`src/source/amiga_timing_pkg.sv`:
```
// clock phase constants for the 28 MHz timing core
// phase counter, E-clock count and one-hot phase types
// timing struct passed forward from the phase generator

`default_nettype none

package amiga_timing_pkg;

  // E-clock runs at 7 MHz / 10
  localparam int E_PHASES = 10;

  // 7 MHz counter start value, puts the first c7 enable two cycles out
  localparam logic [1:0] PHASE_RESET = 2'd2;

  typedef logic [1:0] phase_cnt_t;          // 28 -> 7 MHz divider
  typedef logic [3:0] e_cnt_t;              // 0..9 E-clock sequence
  typedef logic [E_PHASES-1:0] e_phase_t;   // one-hot on e_cnt

  // everything later stages need to know about the bus clocks
  typedef struct packed {
    logic     c7_en;    // one clk_28 pulse per 7 MHz period
    e_phase_t e_phase;  // current E phase, one-hot
    logic     e_tick;   // last c7 enable of E phase 9
  } timing_t;           // 12 bits

endpackage

`default_nettype wire

```
`src/source/cia_bus_pkg.sv`:
```
// register bus types for the CIA-style timer block
// Wishbone request and issued register access structs
// register map, control register and ICR bit positions

`default_nettype none

package cia_bus_pkg;

  typedef logic [3:0]  reg_addr_t;   // 16 register slots
  typedef logic [7:0]  reg_data_t;   // byte wide bus
  typedef logic [15:0] timer_val_t;  // counter and latch

  // Wishbone classic inputs as seen by the slave
  typedef struct packed {
    logic      cyc;
    logic      stb;
    logic      we;
    reg_addr_t adr;
    reg_data_t dat;   // write data
  } wb_req_t;         // 15 bits

  // one register access, valid for a single cycle
  typedef struct packed {
    logic      valid;
    logic      we;
    reg_addr_t adr;
    reg_data_t dat;
  } reg_op_t;         // 14 bits

  // register map
  localparam reg_addr_t ADDR_TALO = 4'd4;
  localparam reg_addr_t ADDR_TAHI = 4'd5;
  localparam reg_addr_t ADDR_TBLO = 4'd6;
  localparam reg_addr_t ADDR_TBHI = 4'd7;
  localparam reg_addr_t ADDR_ICR  = 4'd13;
  localparam reg_addr_t ADDR_CRA  = 4'd14;
  localparam reg_addr_t ADDR_CRB  = 4'd15;

  // control register bits
  localparam int CR_START   = 0;
  localparam int CR_ONESHOT = 3;
  localparam int CR_LOAD    = 4;   // strobe, reads back as 0

  localparam int ICR_SET = 7;      // 1 sets mask bits, 0 clears them

endpackage

`default_nettype wire

```
`src/source/clock_phase_gen.sv`:
```
// phase generator for the chip bus clocks
// 7 MHz phase counter, c1/c3 quadrature and colour clock
// one-hot E-clock sequencer and end of cycle tick

`timescale 1ns/1ps
`default_nettype none

module clock_phase_gen (
  input  wire                        clk_28,
  input  wire                        locked,   // PLL lock, async active low reset
  output amiga_timing_pkg::timing_t  timing,
  output logic                       c1,
  output logic                       c3,
  output logic                       cck
);

  amiga_timing_pkg::phase_cnt_t phase_cnt;
  amiga_timing_pkg::e_cnt_t     e_cnt;
  amiga_timing_pkg::e_phase_t   e_phase;
  logic                         clk_7;
  logic                         c7_en;
  logic                         e_last;

  // 28 -> 7 MHz divider
  always_ff @(posedge clk_28 or negedge locked) begin
    if (!locked) begin
      phase_cnt <= amiga_timing_pkg::PHASE_RESET;
    end else begin
      phase_cnt <= phase_cnt + 2'd1;
    end
  end

  assign clk_7 = phase_cnt[1];       // 7 MHz level
  assign c7_en = (phase_cnt == '1);  // last 28 MHz cycle of each 7 MHz period

  // quadrature pair
  // c3 trails clk_7 by a quarter period, c1 is ~c3 one more cycle on
  always_ff @(posedge clk_28 or negedge locked) begin
    if (!locked) begin
      c3 <= 1'b0;
      c1 <= 1'b0;
    end else begin
      c3 <= clk_7;
      c1 <= ~c3;
    end
  end

  // E-clock sequencer, steps once per 7 MHz period
  assign e_last = (e_cnt == amiga_timing_pkg::e_cnt_t'(amiga_timing_pkg::E_PHASES - 1));

  always_ff @(posedge clk_28 or negedge locked) begin
    if (!locked) begin
      e_cnt <= '0;
    end else if (c7_en) begin
      if (e_last) begin
        e_cnt <= '0;   // wrap 9 -> 0
      end else begin
        e_cnt <= e_cnt + 4'd1;
      end
    end
  end

  // decode, one bit per phase
  assign e_phase = amiga_timing_pkg::e_phase_t'(1) << e_cnt;

  assign cck = ~e_cnt[0];   // colour clock, half the 7 MHz rate

  // handed forward to the bus sync and the timers
  assign timing = '{
    c7_en:   c7_en,
    e_phase: e_phase,
    e_tick:  c7_en & e_last   // once per 40 clk_28 cycles
  };

endmodule

`default_nettype wire

```
`src/source/eclk_bus_sync.sv`:
```
// Wishbone classic slave synchronized to the E-clock
// holds each access until the E cycle ends, then issues one register op
// and acknowledges with the captured read data

`timescale 1ns/1ps
`default_nettype none

module eclk_bus_sync (
  input  wire                        clk_28,
  input  wire                        locked,
  input  amiga_timing_pkg::timing_t  timing,
  input  cia_bus_pkg::wb_req_t       wb_req,
  input  cia_bus_pkg::reg_data_t     rd_data,   // from timer block, same cycle
  output cia_bus_pkg::reg_op_t       reg_op,
  output cia_bus_pkg::reg_data_t     dat_r,
  output logic                       ack
);

  typedef enum logic {
    ST_IDLE,   // waiting for a request and the E cycle end
    ST_ACK     // single ack cycle
  } state_t;

  state_t state;
  state_t state_nxt;
  logic   pending;
  logic   issue;

  // master has an access up that we have not acked yet
  assign pending = wb_req.cyc & wb_req.stb & ~ack;

  // peripheral cycle completes only on the E-clock boundary
  assign issue = pending & timing.e_tick;

  always_comb begin
    state_nxt = state;
    case (state)
      ST_IDLE: begin
        if (issue) begin
          state_nxt = ST_ACK;
        end
      end
      ST_ACK: begin
        state_nxt = ST_IDLE;   // ack is one cycle only
      end
      default: begin
        state_nxt = ST_IDLE;
      end
    endcase
  end

  always_ff @(posedge clk_28 or negedge locked) begin
    if (!locked) begin
      state <= ST_IDLE;
    end else begin
      state <= state_nxt;
    end
  end

  assign ack = (state == ST_ACK);

  // read data sampled in the issue cycle
  // zero outside the ack cycle
  always_ff @(posedge clk_28 or negedge locked) begin
    if (!locked) begin
      dat_r <= '0;
    end else if (issue) begin
      dat_r <= rd_data;
    end else begin
      dat_r <= '0;
    end
  end

  // master holds the request steady, so pass it straight through
  assign reg_op = '{
    valid: issue,
    we:    wb_req.we,
    adr:   wb_req.adr,
    dat:   wb_req.dat
  };

endmodule

`default_nettype wire

```
`src/source/cia_timer.sv`:
```
// CIA-style interval timers A and B
// 16-bit latches and counters, control registers
// interrupt flags, mask and irq_n

`timescale 1ns/1ps
`default_nettype none

module cia_timer (
  input  wire                        clk_28,
  input  wire                        locked,
  input  amiga_timing_pkg::timing_t  timing,
  input  cia_bus_pkg::reg_op_t       reg_op,
  output cia_bus_pkg::reg_data_t     rd_data,
  output logic                       irq_n
);

  logic                    wr_en;
  logic                    icr_rd;
  logic                    icr_wr;
  logic                    irq_any;
  logic [1:0]              uflow;      // per timer underflow this cycle
  logic [1:0]              flags;      // ICR data bits
  logic [1:0]              mask;       // ICR mask bits
  cia_bus_pkg::reg_data_t  icr_val;
  cia_bus_pkg::timer_val_t cnt_q [2];
  cia_bus_pkg::reg_data_t  cr_q  [2];

  assign wr_en  = reg_op.valid & reg_op.we;
  assign icr_wr = wr_en & (reg_op.adr == cia_bus_pkg::ADDR_ICR);
  assign icr_rd = reg_op.valid & ~reg_op.we & (reg_op.adr == cia_bus_pkg::ADDR_ICR);

  // timer A is index 0, timer B index 1
  for (genvar i = 0; i < 2; i++) begin : g_timer
    localparam cia_bus_pkg::reg_addr_t LO_ADDR =
      (i == 0) ? cia_bus_pkg::ADDR_TALO : cia_bus_pkg::ADDR_TBLO;
    localparam cia_bus_pkg::reg_addr_t HI_ADDR =
      (i == 0) ? cia_bus_pkg::ADDR_TAHI : cia_bus_pkg::ADDR_TBHI;
    localparam cia_bus_pkg::reg_addr_t CR_ADDR =
      (i == 0) ? cia_bus_pkg::ADDR_CRA : cia_bus_pkg::ADDR_CRB;

    cia_bus_pkg::timer_val_t latch;
    cia_bus_pkg::timer_val_t count;
    cia_bus_pkg::reg_data_t  cr;
    logic                    wr_lo;
    logic                    wr_hi;
    logic                    wr_cr;
    logic                    running;

    assign wr_lo   = wr_en & (reg_op.adr == LO_ADDR);
    assign wr_hi   = wr_en & (reg_op.adr == HI_ADDR);
    assign wr_cr   = wr_en & (reg_op.adr == CR_ADDR);
    assign running = cr[cia_bus_pkg::CR_START];

    // reaching zero is seen on the tick after the count gets there
    assign uflow[i] = timing.e_tick & running & (count == '0);

    always_ff @(posedge clk_28 or negedge locked) begin
      if (!locked) begin
        latch <= '1;
        count <= '1;
        cr    <= '0;   // stopped, continuous
      end else begin
        if (wr_lo) begin
          latch[7:0] <= reg_op.dat;
        end
        if (wr_hi) begin
          latch[15:8] <= reg_op.dat;
        end

        // counter, bus loads win over counting
        if (wr_hi && !running) begin
          count <= {reg_op.dat, latch[7:0]};   // stopped timer loads on hi write
        end else if (wr_cr && reg_op.dat[cia_bus_pkg::CR_LOAD]) begin
          count <= latch;                      // force load
        end else if (uflow[i]) begin
          count <= latch;                      // reload on underflow
        end else if (timing.e_tick && running) begin
          count <= count - 16'd1;
        end

        // control register, load bit is not stored
        if (wr_cr) begin
          cr <= reg_op.dat;
          cr[cia_bus_pkg::CR_LOAD] <= 1'b0;
        end else if (uflow[i] && cr[cia_bus_pkg::CR_ONESHOT]) begin
          cr[cia_bus_pkg::CR_START] <= 1'b0;   // one-shot stops itself
        end
      end
    end

    assign cnt_q[i] = count;
    assign cr_q[i]  = cr;
  end

  // interrupt flags and mask
  always_ff @(posedge clk_28 or negedge locked) begin
    if (!locked) begin
      flags <= '0;
      mask  <= '0;
    end else begin
      // read clears, but a new underflow in the same cycle survives
      flags <= (icr_rd ? 2'b00 : flags) | uflow;
      if (icr_wr) begin
        if (reg_op.dat[cia_bus_pkg::ICR_SET]) begin
          mask <= mask | reg_op.dat[1:0];
        end else begin
          mask <= mask & ~reg_op.dat[1:0];
        end
      end
    end
  end

  assign irq_any = |(flags & mask);
  assign irq_n   = ~irq_any;

  always_comb begin
    icr_val                       = '0;
    icr_val[1:0]                  = flags;
    icr_val[cia_bus_pkg::ICR_SET] = irq_any;   // IR summary bit
  end

  // read mux, live counter bytes
  always_comb begin
    case (reg_op.adr)
      cia_bus_pkg::ADDR_TALO: rd_data = cnt_q[0][7:0];
      cia_bus_pkg::ADDR_TAHI: rd_data = cnt_q[0][15:8];
      cia_bus_pkg::ADDR_TBLO: rd_data = cnt_q[1][7:0];
      cia_bus_pkg::ADDR_TBHI: rd_data = cnt_q[1][15:8];
      cia_bus_pkg::ADDR_ICR:  rd_data = icr_val;
      cia_bus_pkg::ADDR_CRA:  rd_data = cr_q[0];
      cia_bus_pkg::ADDR_CRB:  rd_data = cr_q[1];
      default:                rd_data = '0;   // unmapped
    endcase
  end

endmodule

`default_nettype wire

```
`src/source/cia_timer_top.sv`:
```
// top level of the chip bus timing core
// phase generator -> E-clock bus sync -> CIA timers

`timescale 1ns/1ps
`default_nettype none

module cia_timer_top (
  input  wire                         clk_28,
  input  wire                         locked,   // PLL locked, doubles as reset
  // Wishbone classic slave
  input  wire                         cyc,
  input  wire                         stb,
  input  wire                         we,
  input  cia_bus_pkg::reg_addr_t      adr,
  input  cia_bus_pkg::reg_data_t      dat_w,
  output cia_bus_pkg::reg_data_t      dat_r,
  output logic                        ack,
  // bus phases
  output logic                        c1,
  output logic                        c3,
  output logic                        cck,
  output amiga_timing_pkg::e_phase_t  eclk,
  output logic                        irq_n
);

  amiga_timing_pkg::timing_t timing;
  cia_bus_pkg::wb_req_t      wb_req;
  cia_bus_pkg::reg_op_t      reg_op;
  cia_bus_pkg::reg_data_t    rd_data;

  assign wb_req = '{cyc: cyc, stb: stb, we: we, adr: adr, dat: dat_w};

  assign eclk = timing.e_phase;

  clock_phase_gen clock_phase_gen_inst (
    .clk_28 (clk_28),
    .locked (locked),
    .timing (timing),
    .c1     (c1),
    .c3     (c3),
    .cck    (cck)
  );

  eclk_bus_sync eclk_bus_sync_inst (
    .clk_28  (clk_28),
    .locked  (locked),
    .timing  (timing),
    .wb_req  (wb_req),
    .rd_data (rd_data),
    .reg_op  (reg_op),
    .dat_r   (dat_r),
    .ack     (ack)
  );

  cia_timer cia_timer_inst (
    .clk_28  (clk_28),
    .locked  (locked),
    .timing  (timing),
    .reg_op  (reg_op),
    .rd_data (rd_data),
    .irq_n   (irq_n)
  );

endmodule

`default_nettype wire

```
`config.mk`:
```
export PLATFORM = sky130hd
export DESIGN_NAME = cia_timer_top
export DESIGN_NICKNAME = d
export VERILOG_FILES = /design/src/source/amiga_timing_pkg.sv /design/src/source/cia_bus_pkg.sv /design/src/source/clock_phase_gen.sv /design/src/source/eclk_bus_sync.sv /design/src/source/cia_timer.sv /design/src/source/cia_timer_top.sv
export SDC_FILE = /design/constraint.sdc
export NUM_CORES = 1
export LEC_CHECK = 0
export BUFFER_PORTS_ARGS = -buffer_cell sky130_fd_sc_hd__buf_2
export CORE_ASPECT_RATIO = 0.9
export CORE_UTILIZATION = 55
export CTS_CLUSTER_SIZE = 28
export DETAILED_ROUTE_END_ITERATION = 8
export HOLD_SLACK_MARGIN = 0.08
export PLACE_DENSITY_LB_ADDON = 0.2
export SLEW_MARGIN = 5
export SYNTH_ARGS = -nofsm -noshare
export SYNTH_HDL_FRONTEND = slang
export SYNTH_HIERARCHICAL = 1
export SYNTH_SLANG_ARGS = --single-unit
```
`constraint.sdc`:
```
create_clock -name clk_28 -period 7.25 [get_ports clk_28]
set_input_delay 1.45 -clock clk_28 [delete_from_list [all_inputs] [get_ports clk_28]]
set_output_delay 1.45 -clock clk_28 [all_outputs]
set_load 0.01 [all_outputs]
```
==> impl_metrics.tcl <==
set metrics [dict create \
    grt_pass1_wl_mm 22.51 \
    reg2reg_from "clock_phase_gen_inst/e_cnt[2]" \
    critPathSlowestCell "and4b_1" \
    nNetsFinal 574 \
    tns_ns 0 \
    holdWs_ns 0.4115 \
    period_share 0.5322 \
    crit_family "simple AND/OR/NAND/NOR gates" \
    syn_inst 539 \
    rsz0062_at_grt "false" \
    vias 4323 \
    wl_per_cell_um 20.27 \
    h-tree-depth 3 \
    crit_path_start "clock_phase_gen_inst/e_cnt[2]" \
    highest_layer "met4" \
    fmax_mhz 259.2 \
    initial_core_util 0.5687 \
    worstHoldStart "clock_phase_gen_inst/phase_cnt[1]" \
    status "finished, final reports clean" \
    wl_met1_mm 6.290 \
    syn_to_final_growth_pct 5.601 \
    cts.sinks 99 \
    crit_required_ns 7.56 \
    cap_violations 0 \
    skew_ns 0.01149 \
    leakage_nw 2.587 \
    grt_usage 0.2826 \
    core_area_mm2 0.009742 \
    max_stage_delay_ns 0.51 \
    yosysWarnings 6 \
    layout_min_cycle_time_ns 3.858 \
    end_kind "flop" \
    cts-root-buf "clkbuf_8" \
    slew-limit-headroom 0.2841 \
    io_pins 40 \
    critPathBufInv 0 \
    cts_setup_buffers 0 \
    drcViolationCount 0 \
    setup_viol 0 \
    antenna_found_initial 0 \
    die_w_um 107.8 \
    rows 34 \
    syn_nets 562 \
    numPortBuffers 39 \
    power.density_mw_per_mm2 160.4 \
    final_layout_size_suffix_gt1_frac 0.3291 \
    wl_met2_mm 6.278 \
    cts_tree "built" \
    crit_fanout 13 \
    path_cells "nand2b_4 -> nor2_1 -> and2_1 -> and4b_1 -> and4b_1 -> and2_1 -> nand2_1 -> and3_1 -> o311a_1 -> a311o_1" \
    hold_class "flop to flop" \
    avgViaCountPerCell 6.339 \
    numCtsBuffers 9 \
    dp_hpwl_mm 9.832 \
    finalWirelength_mm 13.82 \
    grt_max_degree 72 \
    clkTransAtPathRegs_ns 0.09 \
    fp.dieH_um 97.22 \
    cp.arrival_ns 4.16 \
    clk_latency_ns 0.38 \
    cts_resized 0 \
    p_total_mw 0.9383 \
    grt_pass1_vias 4208 \
    dieArea_mm2 0.01048 \
    antenna_left 0 \
    final_max_slew_viol_count 0 \
    clock_path_buffers 2 \
    syn_area_mm2 0.005540 \
    peakVddDrop_mv 0.1219 \
    tightest_slew_ns 1.074 \
    gp_congestion 0.9438 \
    overflow 0 \
    critPathKind "flop to flop" \
    finalHoldViolations 0 \
    syn_avg_cell_area_um2 10.28 \
    first_pass_iters 5 \
    routed-wl-met3_mm 1.062 \
    drt_iter0_markers 392 \
    start_kind "flop" \
    hold_buffers 0 \
    insertedDiodeCount 0 \
]
cell usage in the layout, fill, tap and decap left out, types with 8 or more instances in the layout:
| cell | n |
|---|---|
| nand2_1 | 50 |
| dfstp_2 | 65 |
| dfrtp_1 | 34 |
| nor2_1 | 36 |
| clkbuf_8 | 9 |
| buf_2 | 38 |
| mux2i_1 | 11 |
| nor2b_1 | 9 |
| inv_1 | 15 |
| a31oi_1 | 8 |
| a22oi_1 | 11 |
| o21ai_0 | 19 |
| mux2_2 | 44 |
| nand3_1 | 20 |
| o22ai_1 | 9 |
| and2_1 | 17 |
| a21oi_1 | 26 |
| nor3_1 | 11 |
flip-flops by register name, indices dropped and copies added, names as in the netlist, named ones only:
name and cells:
cia_timer_inst/g_timer.count 32, cia_timer_inst/g_timer.latch 32, cia_timer_inst/g_timer.cr 14, cia_timer_inst/flags 2, clock_phase_gen_inst/phase_cnt 2, eclk_bus_sync_inst/ack 1, clock_phase_gen_inst/e_cnt 4, clock_phase_gen_inst/c1 1
clock_phase_gen_inst/c3 1, eclk_bus_sync_inst/dat_r 8
cell type report:
cell class | count | area, um^2
multi-input cells | 384 | 2674
flip-flops and latches | 99 | 2559
inverters | 15 | 56.30
repair buffers | 42 | 220.2
well taps | 126 | 157.7
fillers | 850 | 3891
clock inverters | 6 | 56.30
clock buffers | 10 | 127.6
where the power goes:
| group | leakage [nW] | switching (mW) | total [mW] | internal [mW] |
|---|---|---|---|---|
| sequential | 1.12 | 0.000939 | 0.556 | 0.556 |
| clock | 0.0944 | 0.207 | 0.339 | 0.132 |
| combinational | 1.37 | 0.0326 | 0.0432 | 0.0106 |
| total | 2.59 | 0.241 | 0.938 | 0.698 |
final timing paths:
kind | slack, ns | cells past startpoint | end
min reg2reg | 0.41 | 0 | clock_phase_gen_inst/c3
max reg2reg | 3.39 | 10 | cia_timer_inst/g_timer[0].count[3]
min in group asynchronous | 0.98 | 1 | eclk_bus_sync_inst/dat_r[2]
min | 0.41 | 0 | clock_phase_gen_inst/c3
max | 3.39 | 10 | cia_timer_inst/g_timer[0].count[3]
max in group asynchronous | 5.09 | 2 | clock_phase_gen_inst/e_cnt[0]
metal layers:
layer | vias to the layer above | track usage
met1 | 2127 | 0.4177
li1 | 1990 | -
met3 | 16 | 0.06103
met4 | 0 | 0.08008
met5 | - | 0
met2 | 190 | 0.4172
worst register-to-register path, stage by stage, from the launching register on:
cell	delay (ns)
dfrtp_1	0.49
nand2b_4	0.20
nor2_1	0.16
and2_1	0.38
and4b_1	0.51
and4b_1	0.32
and2_1	0.45
nand2_1	0.41
and3_1	0.41
o311a_1	0.15
a311o_1	0.31
stage by stage:
stage	util	area [um^2]	setup WS [ns]	std cells
floorplan	-	5540	3.977	539
global placement	0.5817	5667	3.313	666
detailed placement	0.5817	5667	3.180	666
CTS	0.6006	5851	3.443	682
global route	0.6006	5851	3.095	682
finish	0.6006	5851	3.392	682
No activity file was read; power rests on OpenSTA's default activity.
